[src/hw/cop_macros.svh]
`ifndef COP_MACROS_SVH
`define COP_MACROS_SVH

// Register file and scratch memory sizes
`define COP_NUM_XCR       16
`define COP_MEM_WORDS     256

// Bus widths
`define COP_ADDR_W        32
`define COP_DATA_W        32

// Major opcode of every coprocessor instruction
`define COP_OPCODE_CUSTOM 7'b0001011

`endif

[src/hw/cop_bus_pkg.sv]
`include "cop_macros.svh"

package cop_bus_pkg;

    // AXI4-Lite master to slave
    typedef struct packed {
        logic                     aw_valid;
        logic [`COP_ADDR_W-1:0]   aw_addr;
        logic                     w_valid;
        logic [`COP_DATA_W-1:0]   w_data;
        logic [`COP_DATA_W/8-1:0] w_strb;
        logic                     b_ready;
        logic                     ar_valid;
        logic [`COP_ADDR_W-1:0]   ar_addr;
        logic                     r_ready;
    } axil_req_t;

    // AXI4-Lite slave to master
    typedef struct packed {
        logic                   aw_ready;
        logic                   w_ready;
        logic                   b_valid;
        logic [1:0]             b_resp;
        logic                   ar_ready;
        logic                   r_valid;
        logic [`COP_DATA_W-1:0] r_data;
        logic [1:0]             r_resp;
    } axil_rsp_t;

    typedef enum logic [1:0] {ARB_IDLE, ARB_HOST, ARB_LSU} arb_state_e;

endpackage

[src/hw/cop_mem_arbiter.sv]
`timescale 1ns/10ps

module cop_mem_arbiter
    import cop_bus_pkg::*;
(
    input  logic      clk_i,
    input  logic      rst_n_i,
    input  axil_req_t host_req_i,
    output axil_rsp_t host_rsp_o,
    input  axil_req_t lsu_req_i,
    output axil_rsp_t lsu_rsp_o,
    output axil_req_t mem_req_o,
    input  axil_rsp_t mem_rsp_i
);

    arb_state_e state_q;
    logic       last_lsu_q;  // LSU held the last grant
    logic       host_pend, lsu_pend, txn_end;

    assign host_pend = host_req_i.aw_valid || host_req_i.ar_valid;
    assign lsu_pend  = lsu_req_i.aw_valid || lsu_req_i.ar_valid;
    assign txn_end   = (mem_req_o.b_ready && mem_rsp_i.b_valid) ||
                       (mem_req_o.r_ready && mem_rsp_i.r_valid);

    always_ff @(posedge clk_i or negedge rst_n_i) begin
        if (!rst_n_i) begin
            state_q    <= ARB_IDLE;
            last_lsu_q <= 1'b0;
        end else begin
            case (state_q)
                ARB_IDLE: begin
                    // Round robin when both ask
                    if (host_pend && (!lsu_pend || last_lsu_q)) begin
                        state_q    <= ARB_HOST;
                        last_lsu_q <= 1'b0;
                    end else if (lsu_pend) begin
                        state_q    <= ARB_LSU;
                        last_lsu_q <= 1'b1;
                    end
                end
                ARB_HOST, ARB_LSU: if (txn_end) state_q <= ARB_IDLE;
                default: state_q <= ARB_IDLE;
            endcase
        end
    end

    always_comb begin
        mem_req_o  = '0;
        host_rsp_o = '0;
        lsu_rsp_o  = '0;
        case (state_q)
            ARB_HOST: begin
                mem_req_o  = host_req_i;
                host_rsp_o = mem_rsp_i;
            end
            ARB_LSU: begin
                mem_req_o = lsu_req_i;
                lsu_rsp_o = mem_rsp_i;
            end
            default: ;
        endcase
    end

endmodule

[config.mk]
export PLATFORM = sky130hd
export DESIGN_NAME = cop_mem_arbiter
export DESIGN_NICKNAME = d
export VERILOG_FILES = /design/src/hw/cop_bus_pkg.sv /design/src/hw/cop_mem_arbiter.sv
export VERILOG_INCLUDE_DIRS = /design/src /design/src/hw
export SDC_FILE = /design/constraint.sdc
export NUM_CORES = 1
export LEC_CHECK = 0
export ABC_AREA = 1
export BUFFER_PORTS_ARGS = -buffer_cell sky130_fd_sc_hd__buf_2
export CELL_PAD_IN_SITES_DETAIL_PLACEMENT = 1
export CELL_PAD_IN_SITES_GLOBAL_PLACEMENT = 2
export CORE_AREA = 2 2 170 172
export CTS_BUF_LIST = sky130_fd_sc_hd__clkbuf_4 sky130_fd_sc_hd__clkbuf_8
export DETAILED_ROUTE_END_ITERATION = 16
export DIE_AREA = 0 0 172 174
export GPL_ROUTABILITY_DRIVEN = 0
export PLACE_DENSITY_LB_ADDON = 0.1
export SYNTH_ARGS = -nofsm -noshare
export SYNTH_HDL_FRONTEND = slang
export SYNTH_SLANG_ARGS = --single-unit
[constraint.sdc]
create_clock -name clk_i -period 1.55 [get_ports clk_i]
set_clock_uncertainty 0.15 [all_clocks]
set_input_delay 0.31 -clock clk_i [delete_from_list [all_inputs] [get_ports clk_i]]
set_output_delay 0.31 -clock clk_i [all_outputs]
set_load 0.005 [all_outputs]
==> out/qor.yml <==
synth:
  synthTopCellsByArea: "nand2_1 (47%), a21oi_1 (21%), inv_1 (14%)"
  syn-num-nets: 816
  avgSynthCellArea_um2: 4.38
  synth_area_leader_cell: "nand2_1"
  syn-cell-area_mm2: 0.00245
  ys_async_sr_fraction: 1.00
  synthCells: 560
  synth_edf_count: 0
  synth_top_area_frac: 0.472
  synth_top_cells_by_count: "nand2_1 (308), a21oi_1 (105), inv_1 (91)"
  ys_warn_count: 0
  ys_ff_latch: 3
  ys_seq_area_frac: 0.0306
  yosysMostFrequentCell: "nand2_1"
  synth_cell_types: 15
  synth-main-ff-cell: "dfrtp_1"
setup_path:
  ff2ff_path_depth: 10
  cpLargestDelayFamily: "buffers and inverters"
  reg2reg_to: "state_q[0]$_DFFE_PN0P_"
  worstPathRequired_ns: 1.09
  cp_num_buf_inv: 5
  cp_max_fo: 7
  crit_arrival_ns: 1.65
  reg2reg_from: "state_q[1]$_DFFE_PN0P_"
  startpoint_type: "register"
  cpPeakStageDelay_ns: 0.39
  worstSetupPathType: "reg2out"
  path_cells: "buf_6, ha_4, buf_12, buf_12, buf_12, nand2_4, a21oi_2, buf_2"
  cp_slowest_cell: "dfrtp_1"
  end_kind: "primary output"
  r2r_setup_slack_ns: -0.27
  cpMostUsedCell: "buf_12"
  cp-endpoint: "mem_req_o[86]"
  worstSetupStartpoint: "state_q[0]$_DFFE_PN0P_"
  path_depth: 8
detailed_routing:
  ant_nets: 0
  first_pass_iters: 4
  routedWlPerCell_um: 16.9
  drc_errors: 0
  num_vias: 5228
  drt_iter0_drc: 80
  viasPerCell: 3.67
  drt-total-wl_um: 24100
clocking:
  cts_tree: "yes"
  cts.sinks: 3
  cts_made_buffers: 3
  clockBufferDepth: 2
  htree_levels: 1
  cts_root_buf: "clkbuf_8"
  worst_skew_pair.late_latency_ns: 0.22
  clk_pin_slew_ns: 0.03
grt:
  overflow: 0
  grt_use_total: 0.142
  met1_usage: 0.153
  use_met3: 0.0280
  grt_pass1_wl_um: 32500
  grt_max_degree: 36
  grt-busiest-layer: "met2"
  grt_antenna_before_repair: 0
  grt_pass1_vias: 5328
  use_met2: 0.292
placement:
  placed_cells: 1378
  place_area_mm2: 0.00564
  place_ws_ns: -0.380
  numPortBuffers: 439
  dp_hpwl_um: 18300
die:
  rows: 62
  die_h_um: 174
  ioPinCount: 440
  fp.dieW_um: 172
  dieArea_mm2: 0.0299
  core-area_mm2: 0.0282
  start_util: 0.0868
timing:
  tightest_slew_ns: 0.234
  period_share: 1.36
  rsz0062_at_grt: "yes"
  max_freq_mhz: 473
  hold_viol: 0
  slew_headroom: 0.842
  slew_viol_final: 0
  final-setup-viol-count: 189
  whs_ns: 0.278
  worst_slack_ns: -0.563
  period_needed_ns: 2.11
power_and_ir_drop:
  internal-power_mw: 5.99
  p_seq_frac: 0.012
  p_total_mw: 11.4
  p_per_area_mw_per_mm2: 1480
  ir_worst_vdd_mv: 0.560
  p_clk_frac: 0.021
  combinationalPowerShare: 0.967
  p_leak_nw: 4.54
  p_sw_mw: 5.43
  sw_frac_of_total: 0.475
status:
  violations: "negative setup slack"
  status: "complete, but fails checks"
final_layout:
  instances_no_fill: 1425
  area_growth_pct: 216
  fin_area_mm2: 0.00773
  fin_nets: 1298
  num_antenna_cells: 0
  drive_gt1_frac: 0.746
flow_run:
  maxCapViolations: 0
min_path:
  hp-class: "in2async"
==> worst register-to-register path, cell delays in order, from the launching register on <==
cell	delay [ns]
dfrtp_1	0.39
buf_6	0.13
ha_4	0.16
buf_12	0.14
bufbuf_16	0.26
nand2_4	0.07
nand2_2	0.06
nand2_1	0.07
nand3_2	0.12
nand2b_1	0.10
nand2_1	0.06
==> layout make-up <==
type | count | area, um2
inverter | 92 | 353
fill | 3600 | 20500
multi-input combinational | 422 | 2760
timing repair buffer | 520 | 4010
clock buffer | 4 | 48.8
tap | 384 | 480
sequential | 3 | 75.1
==> registers in the layout, summed over array words and instances (netlist names) <==
| name | cells |
|---|---|
| last_lsu_q | 1 |
| state_q | 2 |
==> cell families after synthesis <==
logic type | after synthesis | synth area share
fa+ha+maj | 3 | 0.0153
buf+inv | 135 | 0.252
compound gates | 106 | 0.217
flops | 3 | 0.0306
simple gates | 313 | 0.485
==> power groups by stage <==
stage	sequential (mW)	clock, mW	combinational, mW
4_1_cts	0.137	0.252	9.02
5_1_grt	0.141	0.259	11.9
3_5_place_dp	0.141	0	7.25
2_1_floorplan	0.133	0	3.60
6_report	0.138	0.244	11.0
3_3_place_gp	0.140	0	7.31
==> layer usage <==
| layer | share of wire | wire (um) | vias up |
|---|---|---|---|
| li1 | - | - | 2635 |
| met1 | 0.37 | 8990 | 2393 |
| met2 | 0.56 | 13400 | 198 |
| met3 | 0.069 | 1650 | 2 |
| met4 | 0.00041 | 10 | 0 |
| met5 | 0 | 0 | - |
==> through the flow <==
| step | TNS (ns) | util |
|---|---|---|
| final | -89.53 | 0.274 |
| after global routing | -102.36 | 0.274 |
| after CTS | -89.25 | 0.225 |
| after detailed placement | -48.08 | 0.200 |
| after global placement | -43.48 | 0.200 |
| after floorplan | -7.87 | - |
==> timing repair <==
item	4_1_cts	5_1_grt
endpoints found under the setup margin	189	189
cloned	11	13
resized for setup	67	295
pin swaps	5	60
hold endpoints to repair	3	0
setup buffers	14	7
hold buffers	1	0
==> how the worst min path moves through the flow <==
stage          startpoint                     end  slack [ns]
3_3_place_gp      rst_n_i  last_lsu_q$_DFFE_PN0P_       -0.03
2_1_floorplan     rst_n_i  last_lsu_q$_DFFE_PN0P_       -0.14
4_1_cts           rst_n_i  last_lsu_q$_DFFE_PN0P_        0.28
3_5_place_dp      rst_n_i  last_lsu_q$_DFFE_PN0P_       -0.03
5_1_grt           rst_n_i  last_lsu_q$_DFFE_PN0P_        0.28
6_report          rst_n_i  last_lsu_q$_DFFE_PN0P_        0.28
==> cell usage in the layout (no fill, tap or decap), drive strengths merged, types with 2 or more instances in the layout <==
cell type and n:
nand2 308, ha 3, dfrtp 3, nand3 3
bufbuf 2, a21oi 105, clkbuf 17, buf 504
inv 92
No activity file was read; power rests on OpenSTA's default activity.
