**src/hw/cop_macros.svh**
```systemverilog
`ifndef COP_MACROS_SVH
`define COP_MACROS_SVH

// Register file and scratch memory sizes
`define COP_NUM_XCR       16
`define COP_MEM_WORDS     256

// Bus widths
`define COP_ADDR_W        32
`define COP_DATA_W        32

// Major opcode of every coprocessor instruction
`define COP_OPCODE_CUSTOM 7'b0001011

`endif

```
**src/hw/cop_isa_pkg.sv**
```systemverilog
`include "cop_macros.svh"

package cop_isa_pkg;

    localparam int XCR_IDX_W = $clog2(`COP_NUM_XCR);

    typedef enum logic [3:0] {
        PADD    = 4'd0,
        PSUB    = 4'd1,
        PSLL_I  = 4'd2,
        PSRL_I  = 4'd3,
        GPR2XCR = 4'd4,
        XCR2GPR = 4'd5,
        LD_W    = 4'd6,
        ST_W    = 4'd7  // 8 to 15 are illegal
    } cop_op_e;

    typedef enum logic [2:0] {
        CLASS_PACKED_ARITH = 3'd0,
        CLASS_MOVE         = 3'd1,
        CLASS_LOADSTORE    = 3'd2,
        CLASS_NONE         = 3'd7
    } cop_class_e;

    typedef enum logic [2:0] {
        PW_32 = 3'b000,
        PW_16 = 3'b001,
        PW_8  = 3'b010
    } cop_pw_e;

    typedef struct packed {
        logic                   exception;
        cop_class_e             iclass;
        cop_op_e                op;
        cop_pw_e                pw;
        logic [XCR_IDX_W-1:0]   crd;
        logic [XCR_IDX_W-1:0]   crs1;
        logic [XCR_IDX_W-1:0]   crs2;
        logic [4:0]             rd;     // GPR destination
        logic [`COP_DATA_W-1:0] imm;    // Zero-extended
    } cop_decoded_t;

endpackage

```
**src/hw/cop_bus_pkg.sv**
```systemverilog
`include "cop_macros.svh"

package cop_bus_pkg;

    // AXI4-Lite master to slave
    typedef struct packed {
        logic                     aw_valid;
        logic [`COP_ADDR_W-1:0]   aw_addr;
        logic                     w_valid;
        logic [`COP_DATA_W-1:0]   w_data;
        logic [`COP_DATA_W/8-1:0] w_strb;
        logic                     b_ready;
        logic                     ar_valid;
        logic [`COP_ADDR_W-1:0]   ar_addr;
        logic                     r_ready;
    } axil_req_t;

    // AXI4-Lite slave to master
    typedef struct packed {
        logic                   aw_ready;
        logic                   w_ready;
        logic                   b_valid;
        logic [1:0]             b_resp;
        logic                   ar_ready;
        logic                   r_valid;
        logic [`COP_DATA_W-1:0] r_data;
        logic [1:0]             r_resp;
    } axil_rsp_t;

    typedef enum logic [1:0] {ARB_IDLE, ARB_HOST, ARB_LSU} arb_state_e;

endpackage

```
**src/hw/cop_idecode.sv**
```systemverilog
`timescale 1ns/10ps
`include "cop_macros.svh"

module cop_idecode
    import cop_isa_pkg::*;
(
    input  logic [31:0]  encoded_i,  // Raw instruction word
    output cop_decoded_t decoded_o
);

    logic [3:0] op_raw;
    logic [2:0] pw_raw;
    logic       bad_major;
    logic       bad_op;
    logic       bad_pack_width;
    cop_class_e iclass;

    assign op_raw    = encoded_i[31:28];
    assign pw_raw    = encoded_i[21:19];
    assign bad_major = encoded_i[6:0] != `COP_OPCODE_CUSTOM;
    assign bad_op    = op_raw[3];  // Opcodes 8 and up are unused

    // Class follows directly from the op field
    always_comb begin
        case (op_raw)
            4'd0, 4'd1, 4'd2, 4'd3: iclass = CLASS_PACKED_ARITH;
            4'd4, 4'd5:             iclass = CLASS_MOVE;
            4'd6, 4'd7:             iclass = CLASS_LOADSTORE;
            default:                iclass = CLASS_NONE;
        endcase
    end

    // Only 000, 001 and 010 are legal widths
    assign bad_pack_width =
        (pw_raw[2] || (&pw_raw[1:0])) &&
        iclass == CLASS_PACKED_ARITH;

    always_comb begin
        decoded_o.exception = bad_major || bad_op || bad_pack_width;
        decoded_o.iclass    = iclass;
        decoded_o.op        = cop_op_e'(op_raw);
        decoded_o.pw        = cop_pw_e'(pw_raw);
        decoded_o.crd       = encoded_i[10:7];
        decoded_o.crs1      = encoded_i[14:11];
        decoded_o.crs2      = encoded_i[18:15];
        decoded_o.rd        = encoded_i[11:7];   // Overlaps crd by design
        decoded_o.imm       = {26'd0, encoded_i[27:22]};
    end

endmodule

```
**src/hw/cop_palu.sv**
```systemverilog
`timescale 1ns/10ps

module cop_palu
    import cop_isa_pkg::*;
(
    input  cop_op_e     op_i,
    input  cop_pw_e     pw_i,
    input  logic [31:0] a_i,
    input  logic [31:0] b_i,
    input  logic [5:0]  shamt_i,
    output logic [31:0] result_o
);

    logic [3:0]  lane_start;  // Byte that begins a lane
    logic [4:0]  sh;
    logic [31:0] lmask, rmask, sum, b_x;
    logic        sub;

    assign sub = op_i == PSUB;
    assign b_x = sub ? ~b_i : b_i;  // a + ~b + 1 per lane

    always_comb begin
        case (pw_i)
            PW_16: begin
                lane_start = 4'b0101;
                sh         = {1'b0, shamt_i[3:0]};
                lmask      = {2{16'hffff << sh}};
                rmask      = {2{16'hffff >> sh}};
            end
            PW_8: begin
                lane_start = 4'b1111;
                sh         = {2'b00, shamt_i[2:0]};
                lmask      = {4{8'hff << sh}};
                rmask      = {4{8'hff >> sh}};
            end
            default: begin
                lane_start = 4'b0001;
                sh         = shamt_i[4:0];
                lmask      = 32'hffff_ffff << sh;
                rmask      = 32'hffff_ffff >> sh;
            end
        endcase
    end

    // Byte-wise ripple, chain cut at every lane start
    always_comb begin
        logic carry;
        logic cin;
        carry = 1'b0;
        for (int i = 0; i < 4; i++) begin
            cin = lane_start[i] ? sub : carry;
            {carry, sum[i*8 +: 8]} = {1'b0, a_i[i*8 +: 8]} + {1'b0, b_x[i*8 +: 8]} + {8'd0, cin};
        end
    end

    always_comb begin
        case (op_i)
            PADD, PSUB: result_o = sum;
            PSLL_I:     result_o = (a_i << sh) & lmask;  // Drop bits from lower lanes
            PSRL_I:     result_o = (a_i >> sh) & rmask;
            default:    result_o = '0;
        endcase
    end

endmodule

```
**src/hw/cop_lsu.sv**
```systemverilog
`timescale 1ns/10ps
`include "cop_macros.svh"

module cop_lsu
    import cop_bus_pkg::*;
(
    input  logic                   clk_i,
    input  logic                   rst_n_i,
    input  logic                   start_i,
    input  logic                   store_i,
    input  logic [`COP_ADDR_W-1:0] addr_i,
    input  logic [`COP_DATA_W-1:0] wdata_i,
    output logic                   done_o,
    output logic [`COP_DATA_W-1:0] rdata_o,
    output axil_req_t              req_o,
    input  axil_rsp_t              rsp_i
);

    typedef enum logic [1:0] {LSU_IDLE, LSU_ADDR, LSU_RESP} lsu_state_e;

    lsu_state_e             state_q;
    logic                   store_q;
    logic [`COP_ADDR_W-1:0] addr_q;
    logic [`COP_DATA_W-1:0] wdata_q;

    always_ff @(posedge clk_i or negedge rst_n_i) begin
        if (!rst_n_i) begin
            state_q <= LSU_IDLE;
            store_q <= 1'b0;
            done_o  <= 1'b0;
        end else begin
            done_o <= 1'b0;
            case (state_q)
                LSU_IDLE: if (start_i) begin
                    state_q <= LSU_ADDR;
                    store_q <= store_i;
                end
                LSU_ADDR: if (store_q ? (rsp_i.aw_ready && rsp_i.w_ready) : rsp_i.ar_ready)
                    state_q <= LSU_RESP;
                LSU_RESP: if (store_q ? rsp_i.b_valid : rsp_i.r_valid) begin
                    state_q <= LSU_IDLE;
                    done_o  <= 1'b1;  // Cycle after the response handshake
                end
                default: state_q <= LSU_IDLE;
            endcase
        end
    end

    always_ff @(posedge clk_i) begin
        if (state_q == LSU_IDLE && start_i) begin
            addr_q  <= addr_i;
            wdata_q <= wdata_i;
        end
        if (state_q == LSU_RESP && !store_q && rsp_i.r_valid) rdata_o <= rsp_i.r_data;
    end

    always_comb begin
        req_o          = '0;
        req_o.aw_valid = state_q == LSU_ADDR && store_q;
        req_o.w_valid  = state_q == LSU_ADDR && store_q;  // Issued with aw
        req_o.aw_addr  = addr_q;
        req_o.w_data   = wdata_q;
        req_o.w_strb   = '1;
        req_o.b_ready  = state_q == LSU_RESP && store_q;
        req_o.ar_valid = state_q == LSU_ADDR && !store_q;
        req_o.ar_addr  = addr_q;
        req_o.r_ready  = state_q == LSU_RESP && !store_q;
    end

endmodule

```
**src/hw/cop_core.sv**
```systemverilog
`timescale 1ns/10ps
`include "cop_macros.svh"

module cop_core
    import cop_isa_pkg::*, cop_bus_pkg::*;
(
    input  logic                   clk_i,
    input  logic                   rst_n_i,
    input  logic                   instr_valid_i,
    input  logic [31:0]            instr_i,
    input  logic [`COP_DATA_W-1:0] gpr_value_i,
    output logic                   instr_ready_o,
    output logic                   result_valid_o,
    output logic                   result_exception_o,
    output logic                   result_gpr_we_o,
    output logic [4:0]             result_rd_o,
    output logic [`COP_DATA_W-1:0] result_data_o,
    output axil_req_t              lsu_req_o,
    input  axil_rsp_t              lsu_rsp_i
);

    typedef enum logic [1:0] {ST_IDLE, ST_EXEC, ST_MEM} core_state_e;

    core_state_e            state_q;
    logic [31:0]            instr_q;
    logic [`COP_DATA_W-1:0] gpr_q;
    logic [`COP_DATA_W-1:0] xcr_q [`COP_NUM_XCR];
    cop_decoded_t           dec;
    logic [`COP_DATA_W-1:0] crs1_val, crs2_val, palu_res, lsu_rdata, wb_data;
    logic                   accept, is_mem, lsu_start, lsu_done, finish, wb_en;

    assign instr_ready_o = (state_q == ST_IDLE) && !result_valid_o;
    assign accept        = instr_valid_i && instr_ready_o;

    cop_idecode u_idecode (.encoded_i(instr_q), .decoded_o(dec));

    assign crs1_val = xcr_q[dec.crs1];
    assign crs2_val = xcr_q[dec.crs2];

    cop_palu u_palu (
        .op_i(dec.op), .pw_i(dec.pw), .a_i(crs1_val), .b_i(crs2_val),
        .shamt_i(dec.imm[5:0]), .result_o(palu_res)
    );

    assign is_mem    = dec.iclass == CLASS_LOADSTORE && !dec.exception;
    assign lsu_start = state_q == ST_EXEC && is_mem;

    cop_lsu u_lsu (
        .clk_i, .rst_n_i,
        .start_i(lsu_start), .store_i(dec.op == ST_W),
        .addr_i(gpr_q + {dec.imm[29:0], 2'b00}),  // Word offset
        .wdata_i(crs2_val),
        .done_o(lsu_done), .rdata_o(lsu_rdata),
        .req_o(lsu_req_o), .rsp_i(lsu_rsp_i)
    );

    assign finish = (state_q == ST_EXEC && !is_mem) || (state_q == ST_MEM && lsu_done);

    always_comb begin
        case (dec.op)
            GPR2XCR: wb_data = gpr_q;
            XCR2GPR: wb_data = crs1_val;
            LD_W:    wb_data = lsu_rdata;
            ST_W:    wb_data = crs2_val;  // Stored word reported back
            default: wb_data = palu_res;
        endcase
    end

    // Which cycle writes crd
    assign wb_en = !dec.exception &&
        ((state_q == ST_EXEC && (dec.iclass == CLASS_PACKED_ARITH || dec.op == GPR2XCR)) ||
         (state_q == ST_MEM && lsu_done && dec.op == LD_W));

    always_ff @(posedge clk_i or negedge rst_n_i) begin
        if (!rst_n_i) begin
            state_q        <= ST_IDLE;
            result_valid_o <= 1'b0;
            for (int i = 0; i < `COP_NUM_XCR; i++) begin
                xcr_q[i] <= '0;
            end
        end else begin
            result_valid_o <= finish;
            if (wb_en) xcr_q[dec.crd] <= wb_data;
            case (state_q)
                ST_IDLE: if (accept) state_q <= ST_EXEC;
                ST_EXEC: state_q <= is_mem ? ST_MEM : ST_IDLE;
                ST_MEM:  if (lsu_done) state_q <= ST_IDLE;
                default: state_q <= ST_IDLE;
            endcase
        end
    end

    always_ff @(posedge clk_i) begin
        if (accept) begin
            instr_q <= instr_i;
            gpr_q   <= gpr_value_i;
        end
        if (finish) begin
            result_exception_o <= dec.exception;
            result_gpr_we_o    <= !dec.exception && dec.op == XCR2GPR;
            result_rd_o        <= dec.rd;
            result_data_o      <= dec.exception ? '0 : wb_data;
        end
    end

endmodule

```
**config.mk**
```make
export PLATFORM = sky130hd
export DESIGN_NAME = cop_core
export DESIGN_NICKNAME = d
export VERILOG_FILES = /design/src/hw/cop_isa_pkg.sv /design/src/hw/cop_bus_pkg.sv /design/src/hw/cop_idecode.sv /design/src/hw/cop_palu.sv /design/src/hw/cop_lsu.sv /design/src/hw/cop_core.sv
export VERILOG_INCLUDE_DIRS = /design/src /design/src/hw
export SDC_FILE = /design/constraint.sdc
export NUM_CORES = 2
export LEC_CHECK = 0
export BUFFER_PORTS_ARGS = -buffer_cell sky130_fd_sc_hd__buf_2
export CORE_MARGIN = 3
export CORE_UTILIZATION = 25
export DETAILED_ROUTE_END_ITERATION = 10
export PLACE_DENSITY = 0.41
export SLEW_MARGIN = 20
export SYNTH_ARGS = -nofsm -noshare
export SYNTH_HDL_FRONTEND = slang
export SYNTH_SLANG_ARGS = --single-unit
```
**constraint.sdc**
```tcl
create_clock -name clk_i -period 11.85 [get_ports clk_i]
set_input_delay 1.185 -clock clk_i [delete_from_list [all_inputs] [get_ports clk_i]]
set_output_delay 1.185 -clock clk_i [all_outputs]
set_load 0.05 [all_outputs]
```
==> impl_metrics.yaml <==
sta:
  hold_viol: 0
  rsz0062_at_grt: "false"
  maxSlewViolCount: 0
  setup_viol: 0
  fmax_ghz: 0.0890
  fin_tns_setup_ps: 0
  period_share_pct: 94.9
  relSlewSlack_pct: 22.4
  finalClockSkew_ps: 39.6
  min_period_ps: 11240
  tightest_slew_ps: 1130
routing:
  via_per_inst: 5.37
  drt-initial-drc-count: 3645
  wl_um: 185000
  vias: 33500
  drt_first_pass_iters: 8
  drcViolationCount: 0
  wl_per_cell_um: 29.8
  drtAntennaViolNets: 0
floorplanning:
  dieArea_um2: 172000
  core_area_um2: 166000
  rows: 149
  fp.dieH_um: 415
  num_io_pins: 254
  initial_core_util_pct: 25.2
  die_w_um: 415
layout:
  layout_common_cells: "nor2_1, a21oi_1, dfrtp_1"
  area_delta_synth_final_pct: 16.1
  fill_cells: 17200
  drive_gt1_share_pct: 24.1
  final_common_cell: "nor2_1"
  nets: 4121
  final_cell_count_no_fill: 6235
power:
  combinationalPowerShare_pct: 12.5
  sw_frac_of_total_pct: 28.2
  p_int_uw: 4400
  ir_drop_v: 0.000101
  p_leak_uw: 0.0199
  power_density_nw_per_um2: 126
  p_sw_uw: 1730
  seqPwrFrac_pct: 42.7
  clkPwrFrac_pct: 44.8
critical_path:
  cp_common_cell: "a21oi_1"
  critical_path_class: "reg2reg"
  cp.required_ps: 12280
  critPathCaptureType: "flip-flop"
  cpMaxStageDelayCell: "mux4_2"
  worstSetupStartpointType: "flip-flop"
  reg2reg_to: "result_data_o[28]"
  rr_startpoint: "instr_q[15]"
  cp-startpoint: "instr_q[15]"
  worstPathArrival_ps: 11680
  critical_path.max_fanout: 24
  crit_path_max_incr_delay_ps: 630
  reg2reg_depth: 42
  ff2ff_setup_slack_ps: 610
global_route:
  grt_pass1_wl_um: 263000
  use_met3_pct: 3.65
  globalRouteMet1Util_pct: 30.2
  grt_overflow: 0
  busiest_layer: "met2"
  gr-usage-met2_pct: 32.0
  grt_max_degree: 141
  grt_pass1_vias: 32900
  antenna_found_initial: 2
  track_usage_pct: 21.1
place:
  portBuffers: 245
  place.gp.congestion: 1.03
  place_hpwl_um: 131000
  dp_cells: 6071
clocking:
  clock_sinks: 720
  htree_levels: 3
  cts.clk_slew.worst_paths_ps: 70
  cts_tree: "done"
  cts-root-buf: "clkbuf_16"
  clock_latency_ps: 710
  cts_made_buffers: 88
  clk_path_buf_depth: 3
status:
  status: "finished clean"
yosys:
  synth_edf_count: 199
  netlist_area_um2: 41800
  avgSynthCellArea_um2: 10.9
  syn_inst: 3835
  synth_cell_types: 98
  synth_seq_area_share_pct: 45.5
  synthFlopType: "dfrtp_1"
  async_flop_share_pct: 72.1
  ys_seq_elements: 720
  ys_warn_count: 0
job:
  max-cap-violations: 0
min_path:
  hp-class: "in2async"
worst max-delay path by stage:
stage | cells after the start | endpoint
after floorplan | 47 | result_data_o[28]
after global placement | 40 | result_data_o[28]
after detailed placement | 40 | result_data_o[28]
after CTS | 40 | result_data_o[28]
after global routing | 44 | result_data_o[28]
final | 42 | result_data_o[28]
repair_timing:
action,CTS,global route
hold buffers,0,0
resized for setup,0,6
hold endpoints to repair,0,0
buffers inserted,0,0
endpoints found under the setup margin,0,17
power by group through the flow:
stage          logic (uW)  clock network [uW]  registers, uW
2_1_floorplan         410                   0           2680
3_3_place_gp          762                   0           2670
3_5_place_dp          758                   0           2670
4_1_cts               761                2830           2620
5_1_grt               804                2920           2620
6_report              768                2740           2620
cells by family after synthesis:
logic type	synth area share [%]
xor gates and xnor gates	1.72
AOI/OAI and AO/OA	15.0
buffers and inverters	4.43
adders and majority gates	1.37
and+or+nand+nor	11.2
muxes	20.8
other	0.00897
DFF	45.5
sequential cells by signal, indices dropped and copies added (netlist names), named ones only:
register            count
u_lsu.addr_q           32
xcr_q                 512
u_lsu.done_o            1
u_lsu.wdata_q          32
instr_q                32
result_valid_o          1
u_lsu.store_q           1
u_lsu.state_q           2
result_exception_o      1
result_data_o          32
gpr_q                  32
result_gpr_we_o         1
u_lsu.rdata_o          32
state_q                 2
result_rd_o             5
metal layers:
| metal | part of all wire (%) | vias up | routed length, um |
|---|---|---|---|
| met2 | 44 | 1270 | 82100 |
| li1 | - | 14600 | - |
| met5 | 0 | - | 0 |
| met1 | 46 | 17300 | 85200 |
| met3 | 6.0 | 293 | 11100 |
| met4 | 3.8 | 0 | 7090 |
cells in the mapped netlist (45+ instances only):
cell | n | area, um^2
clkbuf_1 | 229 | 860
mux4_2 | 295 | 6640
o21ai_0 | 75 | 375
mux2_2 | 54 | 608
a21oi_1 | 545 | 2730
buf_4 | 51 | 383
nand3_1 | 65 | 325
nor2_1 | 687 | 2580
dfrtp_1 | 519 | 13000
edfxtp_1 | 199 | 5980
mux2i_1 | 141 | 1410
nand2_1 | 155 | 582
buf_2 | 56 | 280
a31oi_1 | 45 | 282
cell type report:
class | count | area, um^2 | area share (%)
clock buffer | 128 | 2480 | 5.12
inverter | 41 | 154 | 0.317
clock inverter | 34 | 383 | 0.789
sequential | 720 | 19000 | 39.2
multi-input combinational | 2711 | 21200 | 43.7
tap | 2189 | 2740 | 5.64
timing repair buffer | 410 | 2530 | 5.22
antenna | 2 | 5.00 | 0.0103
per-stage QoR:
stage | power (uW) | worst slack, ps | instance area [um^2] | hold slack (ps) | util, %
final | 6130 | 608 | 48500 | 419 | 29.3
after global routing | 6350 | 8.66 | 48500 | 442 | 29.3
after CTS | 6210 | 466 | 48500 | 417 | 29.3
after detailed placement | 3420 | 534 | 45600 | 473 | 27.6
after global placement | 3430 | 514 | 45600 | 485 | 27.6
after floorplan | 3090 | 1260 | 41800 | 424 | -
worst max-delay path: cells and delay by family (launching register included):
| kind | cells | cell delay, ps |
|---|---|---|
| AO/OA/AOI/OAI | 25 | 4830 |
| adder cells (fa/ha/maj) | 7 | 3310 |
| multiplexers | 2 | 1190 |
| buffers and inverters | 2 | 490 |
| AND/OR/NAND/NOR | 4 | 430 |
| flip-flops | 1 | 380 |
| XOR/XNOR | 2 | 300 |
Power figures use the tool's default switching activity.
